## src/mgmt_io_defines.svh

```systemverilog
`ifndef MGMT_IO_DEFINES_SVH
`define MGMT_IO_DEFINES_SVH

// Number of user pads in the daisy chain
// Pads 0 and 1 carry the JTAG and SDO overrides, so keep this at 2 or more
`define MGMT_IO_PADS 8

// Width of one pad configuration word
`define MGMT_CFG_BITS 5

// Bit positions inside a configuration word
// Pad owned by management when set
`define MGMT_CFG_MGMT_EN 0
// Output enable, active low
`define MGMT_CFG_OUT_ENB 1
// Input disable
`define MGMT_CFG_INP_DIS 2
// Low bit of the two bit drive mode field
`define MGMT_CFG_DM_LSB 3

// Power-up pad setup
// Drive mode 01, input on, output off, owned by management
`define MGMT_CFG_RESET 5'b01011

`endif

```

## src/mgmt_io_pkg.sv

```systemverilog
`include "mgmt_io_defines.svh"

package mgmt_io_pkg;

	// One pad configuration word as written by the host
	// Field layout is given by the MGMT_CFG_* positions
	typedef logic [`MGMT_CFG_BITS-1:0] cfg_word_t;

	// Pad drive mode, straight to the pad cell dm pins
	typedef logic [1:0] drive_mode_t;

	// Serial loader FSM
	// LD_IDLE waits for a write or an apply
	// LD_SHIFT pushes one word into the chain, MSB first
	// LD_LATCH copies every chain stage into its working register
	typedef enum logic [1:0] {
		LD_IDLE,
		LD_SHIFT,
		LD_LATCH
	} loader_state_t;

endpackage

```

## src/io_config_loader.sv

```systemverilog
`timescale 1ns/1ns
`include "mgmt_io_defines.svh"

module io_config_loader (
	input  logic                   clock_i,
	input  logic                   rst_n_i,
	input  logic                   cfg_wr_i,
	input  mgmt_io_pkg::cfg_word_t cfg_word_i,
	input  logic                   cfg_apply_i,
	output logic                   busy_o,
	output logic                   shift_o,
	output logic                   sdi_o,
	output logic                   latch_o
);
	import mgmt_io_pkg::*;

	loader_state_t state_q;
	loader_state_t state_d;
	// Counts shifted bits of the current word
	logic [$clog2(`MGMT_CFG_BITS)-1:0] bit_cnt_q;
	// Apply seen while shifting, issued once the word is out
	logic pend_apply_q;
	cfg_word_t shift_buf_q;
	logic last_bit;
	logic accept_wr;

	assign last_bit  = (bit_cnt_q == `MGMT_CFG_BITS - 1);
	// Writes are only taken outside the shift window
	assign accept_wr = cfg_wr_i && (state_q != LD_SHIFT);

	// Next state
	always_comb begin
		state_d = state_q;
		case (state_q)
			LD_SHIFT: begin
				if (last_bit) begin
					// A deferred apply goes out right after the last bit
					state_d = (pend_apply_q || cfg_apply_i) ? LD_LATCH : LD_IDLE;
				end
			end
			LD_IDLE, LD_LATCH: begin
				if (cfg_wr_i) begin
					state_d = LD_SHIFT;
				end else if (cfg_apply_i) begin
					state_d = LD_LATCH;
				end else begin
					state_d = LD_IDLE;
				end
			end
			default: state_d = LD_IDLE;
		endcase
	end

	always_ff @(posedge clock_i or negedge rst_n_i) begin
		if (!rst_n_i) begin
			state_q      <= LD_IDLE;
			bit_cnt_q    <= '0;
			pend_apply_q <= 1'b0;
		end else begin
			state_q <= state_d;
			// Free-runs only inside the shift window
			if (state_q == LD_SHIFT && !last_bit) begin
				bit_cnt_q <= bit_cnt_q + 1'b1;
			end else begin
				bit_cnt_q <= '0;
			end
			if (state_q == LD_SHIFT) begin
				if (last_bit) begin
					pend_apply_q <= 1'b0;
				end else if (cfg_apply_i) begin
					pend_apply_q <= 1'b1;
				end
			end else begin
				// Apply together with a write waits for that write
				pend_apply_q <= cfg_wr_i && cfg_apply_i;
			end
		end
	end

	// Word buffer, MSB leaves first
	always_ff @(posedge clock_i) begin
		if (accept_wr) begin
			shift_buf_q <= cfg_word_i;
		end else if (state_q == LD_SHIFT) begin
			shift_buf_q <= {shift_buf_q[`MGMT_CFG_BITS-2:0], 1'b0};
		end
	end

	assign busy_o  = (state_q == LD_SHIFT);
	assign shift_o = (state_q == LD_SHIFT);
	assign sdi_o   = shift_buf_q[`MGMT_CFG_BITS-1];
	assign latch_o = (state_q == LD_LATCH);

	// Host must wait for busy_o to drop before the next write
	a_no_wr_while_busy: assert property (@(posedge clock_i) disable iff (!rst_n_i)
		busy_o |-> !cfg_wr_i)
		else $error("config write issued while loader busy, word dropped");

	// One word is exactly one shift window
	a_shift_window: assert property (@(posedge clock_i) disable iff (!rst_n_i)
		shift_o [*`MGMT_CFG_BITS] |=> !shift_o)
		else $error("shift enable held longer than one word");

	a_latch_not_shift: assert property (@(posedge clock_i) disable iff (!rst_n_i)
		!(latch_o && shift_o))
		else $error("latch pulse during chain shift");

endmodule

```

## src/gpio_ctrl_block.sv

```systemverilog
`timescale 1ns/1ns
`include "mgmt_io_defines.svh"

module gpio_ctrl_block (
	input  logic                     clock_i,
	input  logic                     rst_n_i,
	input  logic                     shift_i,
	input  logic                     sdi_i,
	input  logic                     latch_i,
	input  logic                     pad_in_i,
	input  logic                     mgmt_out_i,
	input  logic                     user_out_i,
	input  logic                     user_oeb_i,
	output logic                     sdo_o,
	output logic                     mgmt_en_o,
	output logic                     pad_out_o,
	output logic                     pad_oeb_o,
	output mgmt_io_pkg::drive_mode_t pad_dm_o,
	output logic                     mgmt_in_o,
	output logic                     user_in_o
);
	import mgmt_io_pkg::*;

	// Chain stage, loaded serially by the loader
	cfg_word_t shift_q;
	// Working configuration seen by the pad
	cfg_word_t cfg_q;
	logic out_enb;
	logic inp_dis;
	logic pad_in_gated;

	always_ff @(posedge clock_i or negedge rst_n_i) begin
		if (!rst_n_i) begin
			shift_q <= `MGMT_CFG_RESET;
			cfg_q   <= `MGMT_CFG_RESET;
		end else begin
			if (shift_i) begin
				shift_q <= {shift_q[`MGMT_CFG_BITS-2:0], sdi_i};
			end
			// All pads take their chain word on the same edge
			if (latch_i) begin
				cfg_q <= shift_q;
			end
		end
	end

	// MSB moves on to the next pad
	assign sdo_o = shift_q[`MGMT_CFG_BITS-1];

	assign mgmt_en_o = cfg_q[`MGMT_CFG_MGMT_EN];
	assign out_enb   = cfg_q[`MGMT_CFG_OUT_ENB];
	assign inp_dis   = cfg_q[`MGMT_CFG_INP_DIS];

	// Input buffer off when inp_dis set
	assign pad_in_gated = pad_in_i && !inp_dis;

	// Ownership mux
	// Management drives through its own enable bit, user brings its own oeb
	assign pad_out_o = mgmt_en_o ? mgmt_out_i : user_out_i;
	assign pad_oeb_o = mgmt_en_o ? out_enb : user_oeb_i;

	// Only the owner sees the pad input
	assign mgmt_in_o = mgmt_en_o && pad_in_gated;
	assign user_in_o = !mgmt_en_o && pad_in_gated;

	// Drive mode follows the config whoever owns the pad
	assign pad_dm_o = cfg_q[`MGMT_CFG_DM_LSB +: $bits(drive_mode_t)];

	// Working config moves only on the edge that samples the latch pulse
	a_cfg_on_latch: assert property (@(posedge clock_i) disable iff (!rst_n_i)
		$changed(cfg_q) |-> $past(latch_i))
		else $error("pad config changed without latch pulse");

endmodule

```

## src/io_pad_collect.sv

```systemverilog
`timescale 1ns/1ns
`include "mgmt_io_defines.svh"

module io_pad_collect (
	input  logic [`MGMT_IO_PADS-1:0] blk_out_i,
	input  logic [`MGMT_IO_PADS-1:0] blk_oeb_i,
	input  logic [`MGMT_IO_PADS-1:0] blk_mgmt_en_i,
	input  logic [`MGMT_IO_PADS-1:0] blk_mgmt_in_i,
	input  logic [`MGMT_IO_PADS-1:0] blk_user_in_i,
	input  logic [$bits(mgmt_io_pkg::drive_mode_t)*`MGMT_IO_PADS-1:0] blk_dm_i,
	input  logic                     sdo_pre_i,
	input  logic                     sdo_outenb_i,
	input  logic                     jtag_pre_i,
	output logic [`MGMT_IO_PADS-1:0] pad_out_o,
	output logic [`MGMT_IO_PADS-1:0] pad_oeb_o,
	output logic [$bits(mgmt_io_pkg::drive_mode_t)*`MGMT_IO_PADS-1:0] pad_dm_o,
	output logic [`MGMT_IO_PADS-1:0] mgmt_in_o,
	output logic [`MGMT_IO_PADS-1:0] user_in_o
);

	// Override when management owns the pad but left its output off
	logic sdo_ovr;
	logic jtag_ovr;

	assign sdo_ovr  = blk_mgmt_en_i[1] && blk_oeb_i[1];
	assign jtag_ovr = blk_mgmt_en_i[0] && blk_oeb_i[0];

	always_comb begin
		// Pads 2 and up go straight through
		pad_out_o = blk_out_i;
		pad_oeb_o = blk_oeb_i;

		// Pad 1 is the housekeeping SPI SDO by default
		if (sdo_ovr) begin
			pad_out_o[1] = sdo_pre_i;
			pad_oeb_o[1] = sdo_outenb_i;
		end

		// Pad 0 is JTAG, whose driver stays disabled for now
		if (jtag_ovr) begin
			pad_out_o[0] = jtag_pre_i;
			pad_oeb_o[0] = 1'b1;
		end
	end

	// Drive modes and routed inputs are not touched by the override
	assign pad_dm_o  = blk_dm_i;
	assign mgmt_in_o = blk_mgmt_in_i;
	assign user_in_o = blk_user_in_i;

endmodule

```

## src/mgmt_io.sv

```systemverilog
`timescale 1ns/1ns
`include "mgmt_io_defines.svh"

module mgmt_io (
	input  logic                     clock_i,
	input  logic                     rst_n_i,
	input  logic                     cfg_wr_i,
	input  mgmt_io_pkg::cfg_word_t   cfg_word_i,
	input  logic                     cfg_apply_i,
	input  logic [`MGMT_IO_PADS-1:0] pad_in_i,
	input  logic [`MGMT_IO_PADS-1:0] mgmt_out_i,
	input  logic [`MGMT_IO_PADS-1:0] user_out_i,
	input  logic [`MGMT_IO_PADS-1:0] user_oeb_i,
	input  logic                     sdo_pre_i,
	input  logic                     sdo_outenb_i,
	input  logic                     jtag_pre_i,
	output logic                     busy_o,
	output logic [`MGMT_IO_PADS-1:0] pad_out_o,
	output logic [`MGMT_IO_PADS-1:0] pad_oeb_o,
	output logic [$bits(mgmt_io_pkg::drive_mode_t)*`MGMT_IO_PADS-1:0] pad_dm_o,
	output logic [`MGMT_IO_PADS-1:0] mgmt_in_o,
	output logic [`MGMT_IO_PADS-1:0] user_in_o
);
	import mgmt_io_pkg::*;

	// Chain control, common to every pad
	logic chain_shift;
	logic chain_sdi;
	logic chain_latch;
	// Serial out of each pad, last one is the open end of the chain
	logic [`MGMT_IO_PADS-1:0] blk_sdo;

	logic [`MGMT_IO_PADS-1:0] blk_out;
	logic [`MGMT_IO_PADS-1:0] blk_oeb;
	logic [`MGMT_IO_PADS-1:0] blk_mgmt_en;
	logic [`MGMT_IO_PADS-1:0] blk_mgmt_in;
	logic [`MGMT_IO_PADS-1:0] blk_user_in;
	logic [$bits(drive_mode_t)*`MGMT_IO_PADS-1:0] blk_dm;

	io_config_loader u_loader (
		.clock_i     (clock_i),
		.rst_n_i     (rst_n_i),
		.cfg_wr_i    (cfg_wr_i),
		.cfg_word_i  (cfg_word_i),
		.cfg_apply_i (cfg_apply_i),
		.busy_o      (busy_o),
		.shift_o     (chain_shift),
		.sdi_o       (chain_sdi),
		.latch_o     (chain_latch)
	);

	// Pad 0 sits at the head of the chain
	for (genvar k = 0; k < `MGMT_IO_PADS; k++) begin : g_pad
		logic blk_sdi;

		if (k == 0) begin : g_head
			assign blk_sdi = chain_sdi;
		end else begin : g_link
			assign blk_sdi = blk_sdo[k-1];
		end

		gpio_ctrl_block u_blk (
			.clock_i    (clock_i),
			.rst_n_i    (rst_n_i),
			.shift_i    (chain_shift),
			.sdi_i      (blk_sdi),
			.latch_i    (chain_latch),
			.pad_in_i   (pad_in_i[k]),
			.mgmt_out_i (mgmt_out_i[k]),
			.user_out_i (user_out_i[k]),
			.user_oeb_i (user_oeb_i[k]),
			.sdo_o      (blk_sdo[k]),
			.mgmt_en_o  (blk_mgmt_en[k]),
			.pad_out_o  (blk_out[k]),
			.pad_oeb_o  (blk_oeb[k]),
			.pad_dm_o   (blk_dm[k*$bits(drive_mode_t) +: $bits(drive_mode_t)]),
			.mgmt_in_o  (blk_mgmt_in[k]),
			.user_in_o  (blk_user_in[k])
		);
	end

	io_pad_collect u_collect (
		.blk_out_i     (blk_out),
		.blk_oeb_i     (blk_oeb),
		.blk_mgmt_en_i (blk_mgmt_en),
		.blk_mgmt_in_i (blk_mgmt_in),
		.blk_user_in_i (blk_user_in),
		.blk_dm_i      (blk_dm),
		.sdo_pre_i     (sdo_pre_i),
		.sdo_outenb_i  (sdo_outenb_i),
		.jtag_pre_i    (jtag_pre_i),
		.pad_out_o     (pad_out_o),
		.pad_oeb_o     (pad_oeb_o),
		.pad_dm_o      (pad_dm_o),
		.mgmt_in_o     (mgmt_in_o),
		.user_in_o     (user_in_o)
	);

endmodule

```

## config.mk

```make
export PLATFORM = sky130hd
export DESIGN_NAME = mgmt_io
export DESIGN_NICKNAME = d
export VERILOG_FILES = /design/src/mgmt_io_pkg.sv /design/src/io_config_loader.sv /design/src/gpio_ctrl_block.sv /design/src/io_pad_collect.sv /design/src/mgmt_io.sv
export VERILOG_INCLUDE_DIRS = /design/src
export SDC_FILE = /design/constraint.sdc
export NUM_CORES = 1
export LEC_CHECK = 0
export BUFFER_PORTS_ARGS = -buffer_cell sky130_fd_sc_hd__buf_4
export CAP_MARGIN = 20
export CORE_ASPECT_RATIO = 2
export CORE_UTILIZATION = 44
export DETAILED_ROUTE_END_ITERATION = 10
export PLACE_DENSITY = 0.69
export SLEW_MARGIN = 20
export SYNTH_ARGS = -nofsm -noshare
export SYNTH_HDL_FRONTEND = slang
export SYNTH_HIERARCHICAL = 1
export SYNTH_SLANG_ARGS = --single-unit
export TNS_END_PERCENT = 50
```

## constraint.sdc

```tcl
create_clock -name clock_i -period 2.75 [get_ports clock_i]
set_input_delay 0.275 -clock clock_i [delete_from_list [all_inputs] [get_ports clock_i]]
set_output_delay 0.275 -clock clock_i [all_outputs]
set_load 0.03 [all_outputs]
```

==> run_summary.xml <==
<?xml version="1.0" encoding="UTF-8"?>
<metrics>
  <group name="cts">
    <metric name="clk_pin_slew" unit="ns">0.06</metric>
    <metric name="cts_setup_buffers" unit="">0</metric>
    <metric name="numClockSinks" unit="">91</metric>
    <metric name="cts-buffers-inserted" unit="">9</metric>
    <metric name="tritoncts" unit="">done</metric>
    <metric name="cts_max_path_bufs" unit="">2</metric>
    <metric name="cts_root_buffer" unit="">clkbuf_16</metric>
    <metric name="cts.repair.resized" unit="">0</metric>
    <metric name="clk_latency" unit="ns">0.33</metric>
    <metric name="clock_tree.htree_level_count" unit="">3</metric>
  </group>
  <group name="synthesis">
    <metric name="synth_top_cell_area_share" unit="%">29.36</metric>
    <metric name="yosys.area.top_type" unit="">dfstp_2</metric>
    <metric name="yosys_warnings" unit="">6</metric>
    <metric name="synth_area_leaders" unit="">dfstp_2 29%, mux2_2 25%, dfrtp_1 22%, buf_4 11%, edfxtp_1 3.5%</metric>
    <metric name="synth_seq_area_share" unit="%">55.00</metric>
    <metric name="postSynthRegisterBits" unit="">91</metric>
    <metric name="synth_edf_count" unit="">5</metric>
    <metric name="mappedNetlistNets" unit="">345</metric>
    <metric name="ys_dominant_reg_cell" unit="">dfstp_2</metric>
    <metric name="synth.cell_area" unit="µm²">4295</metric>
    <metric name="synthCells" unit="">299</metric>
    <metric name="netlist-cell-type-count" unit="">25</metric>
    <metric name="syn-mean-instance-area" unit="µm²">14.37</metric>
    <metric name="synth_async_sr_flop_share" unit="%">94.51</metric>
  </group>
  <group name="power_and_ir_drop">
    <metric name="total_power" unit="mW">5.209</metric>
    <metric name="power.switching" unit="mW">1.596</metric>
    <metric name="p_seq_share" unit="%">42.3</metric>
    <metric name="netSwitchingFraction" unit="%">30.64</metric>
    <metric name="internal-power" unit="mW">3.613</metric>
    <metric name="clock_power_share" unit="%">23.1</metric>
    <metric name="irDropWorstVdd" unit="µV">647.8</metric>
    <metric name="comb_power_share" unit="%">34.6</metric>
    <metric name="power_leakage" unit="nW">2.345</metric>
    <metric name="power-per-cell-area" unit="nW/µm²">1030</metric>
  </group>
  <group name="layout">
    <metric name="antenna-diode-count" unit="">0</metric>
    <metric name="area_used_by_multi_input_combinational_logic" unit="µm²">1459</metric>
    <metric name="post_route_standard_cell_area_excluding_fillers" unit="µm²">5059</metric>
    <metric name="area.growth.synth_to_final" unit="%">17.77</metric>
    <metric name="filler_cells_inserted" unit="">808</metric>
    <metric name="area.sequential" unit="µm²">2362</metric>
    <metric name="drive_gt1_share" unit="%">75.43</metric>
    <metric name="final_util" unit="%">53.55</metric>
    <metric name="layout.nets" unit="">391</metric>
  </group>
  <group name="global_routing">
    <metric name="grt_remaining_overflow" unit="">0</metric>
    <metric name="number_of_antenna_violations_at_the_first_check_in_global_routing" unit="">0</metric>
    <metric name="grt.total_usage" unit="%">14.09</metric>
    <metric name="grt_pass1_vias" unit="">2320</metric>
    <metric name="grt_pass1_wl" unit="mm">11.01</metric>
    <metric name="largest_net_degree_at_the_start_of_global_routing" unit="">48</metric>
  </group>
  <group name="critical_path">
    <metric name="cp_max_fo" unit="">6</metric>
    <metric name="critPathRequiredTime" unit="ns">2.48</metric>
    <metric name="worst_ep_arrival_time" unit="ns">1.81</metric>
    <metric name="critical_path.max_stage_delay" unit="ns">0.58</metric>
    <metric name="critPathKind" unit="">reg2out</metric>
    <metric name="worstPathCellList" unit="">mux2_2 -&gt; nand2_1 -&gt; mux2_4 -&gt; buf_4</metric>
    <metric name="timing.critical_path.from_type" unit="">flop</metric>
    <metric name="cpMaxStageDelayCell" unit="">dfstp_2</metric>
    <metric name="r2r_setup_slack" unit="ns">0.86</metric>
    <metric name="crit_path_end_kind" unit="">output port</metric>
  </group>
  <group name="placed_design">
    <metric name="portBuffers" unit="">92</metric>
    <metric name="detailed_place.area" unit="µm²">4750</metric>
    <metric name="gp_congestion" unit="">0.7375</metric>
    <metric name="place.detailed.hpwl" unit="mm">4.758</metric>
  </group>
  <group name="outcome">
    <metric name="status" unit="">finished, final reports clean</metric>
  </group>
  <group name="routing">
    <metric name="post-route-drc-count" unit="">0</metric>
    <metric name="drt_first_pass_iters" unit="">4</metric>
    <metric name="detail_route.wl_per_cell" unit="µm">13.86</metric>
    <metric name="detailed_router_s_first_iteration_violation_count" unit="">96</metric>
    <metric name="routed_wirelength" unit="mm">6.651</metric>
    <metric name="antenna_violating_nets_post_route" unit="">0</metric>
    <metric name="vias_per_cell" unit="">4.769</metric>
    <metric name="vias" unit="">2289</metric>
  </group>
  <group name="timing">
    <metric name="min_period" unit="ns">2.088</metric>
    <metric name="slew_headroom" unit="%">58.40</metric>
    <metric name="setup_viol" unit="">0</metric>
    <metric name="final-max-slew-violation-count" unit="">0</metric>
    <metric name="worst_pin_slew" unit="ns">0.6232</metric>
    <metric name="unrepaired_setup_endpoints_after_global_routing" unit="">false</metric>
    <metric name="skew" unit="ns">0.005998</metric>
    <metric name="timing.final.crit_share" unit="%">75.92</metric>
    <metric name="clock.fmax" unit="GHz">0.4790</metric>
    <metric name="fin_tns_setup" unit="ns">0</metric>
    <metric name="hold_viol_final" unit="">0</metric>
  </group>
  <group name="die">
    <metric name="design.core.area" unit="µm²">9447</metric>
    <metric name="top_level_ports" unit="">93</metric>
    <metric name="die-area" unit="µm²">10190</metric>
    <metric name="x_dimension_of_the_die" unit="µm">71.87</metric>
    <metric name="start_util" unit="%">45.47</metric>
    <metric name="die-height" unit="µm">141.7</metric>
    <metric name="row_count" unit="">50</metric>
  </group>
  <group name="worst_hold_path">
    <metric name="holdCritPathClass" unit="">in2reg</metric>
  </group>
  <group name="flow_run">
    <metric name="drv_cap" unit="">0</metric>
  </group>
</metrics>
==> power by group through the flow <==
stage	Combinational (mW)	Clock, mW	Sequential, mW
floorplan	1.59	0	2.11
global placement	1.77	0	2.21
detailed placement	1.82	0	2.24
CTS	1.83	1.24	2.21
global route	1.92	1.30	2.28
finish	1.80	1.21	2.20
==> per-stage QoR <==
step | std cells | hold slack [ns] | setup slack (ns)
floorplan | 299 | -0.02059 | 0.7187
global placement | 463 | 0.3185 | 0.9343
detailed placement | 463 | 0.3325 | 0.8265
CTS | 480 | 0.1978 | 0.6195
global route | 480 | 0.2131 | 0.5066
finish | 480 | 0.2127 | 0.6622
==> sequential cells by signal, summed over array words and instances, names as in the netlist <==
register	flops
u_loader/bit_cnt_q	3
g_pad.u_blk/cfg_q	40
u_loader/shift_buf_q	5
g_pad.u_blk/shift_q	40
u_loader/state_q	2
u_loader/pend_apply_q	1
==> worst max-delay path: cells and delay by family, from the launching register on <==
family	cells	cell delay, ns
buffers and inverters	1	0.17
muxes	2	0.66
and+or+nand+nor	1	0.09
DFF	1	0.58
==> cells by family after synthesis <==
kind of cell    Yosys count  synth area share (%)
compound gates            6                0.8449
simple gates             30                 4.894
fa+ha+maj                 2                0.5825
mux                     102                 27.26
flops                    91                 55.00
xor+xnor                  1                0.2039
buf+inv                  67                 11.21
==> cell usage in the layout (no fill, tap or decap) <==
cell type,n
and3b_1,8
nor2b_4,1
a31oi_1,1
clkbuf_8,2
a21boi_1,1
edfxtp_1,5
nand2_4,1
xnor2_1,1
clkbuf_1,3
nor3b_1,8
dfstp_2,48
bufinv_16,1
and3_1,2
o21ai_0,2
mux2_2,96
a21boi_0,1
buf_12,2
nor2_1,3
nand2b_4,1
a21oi_1,1
dfrtp_1,38
clkbuf_16,9
nand2_2,1
buf_4,94
inv_1,4
mux2_4,6
nand2_1,5
dlygate4sd3_1,1
clkinv_2,2
ha_1,2
==> repair_timing <==
| item | in CTS | in global routing |
|---|---|---|
| hold buffers | 1 | 0 |
| setup endpoints to repair | 0 | 0 |
| hold endpoints to repair | 21 | 0 |
==> layer usage <==
metal	GRT usage (%)	part of all wire (%)	up-vias
li1	-	-	1074
met1	15.10	39	1149
met2	25.12	55	56
met3	4.190	4.0	10
met4	6.089	2.0	0
met5	0	0	-
==> path summary, 6_finish.rpt <==
path | end | start | cells after the start
setup / recovery | pad_out_o[0] | g_pad[0].u_blk/cfg_q[0]$_DFFE_PN1P_ | 4
hold / removal | u_loader/pend_apply_q$_DFFE_PN0P_ | cfg_apply_i | 3
setup reg to reg | g_pad[2].u_blk/shift_q[4]$_DFFE_PN0P_ | u_loader/state_q[0]$_DFFE_PN0N_ | 4
hold reg to reg | u_loader/bit_cnt_q[0]$_DFF_PN0_ | u_loader/bit_cnt_q[0]$_DFF_PN0_ | 1
max in group asynchronous | g_pad[2].u_blk/cfg_q[1]$_DFFE_PN1P_ | rst_n_i | 3
min in group asynchronous | g_pad[0].u_blk/cfg_q[2]$_DFFE_PN0P_ | rst_n_i | 2
==> Yosys cell counts, drive strengths merged (2+ instances only) <==
cell	number
dfrtp	38
inv	4
mux2	102
edfxtp	5
dfstp	48
and3	2
a21boi	2
buf	61
o21ai	2
nor3b	8
nand2	7
ha	2
and3b	8
nor2	3
==> layout make-up <==
cell class                      instances  area share [%]
Clock buffer                           14           5.219
Timing Repair Buffer                   97           14.94
Tap cell                              130           3.215
Multi-Input combinational cell        141           28.84
Clock inverter                          2          0.6926
Inverter                                5          0.3957
Sequential cell                        91           46.70
Power figures use the tool's default switching activity.
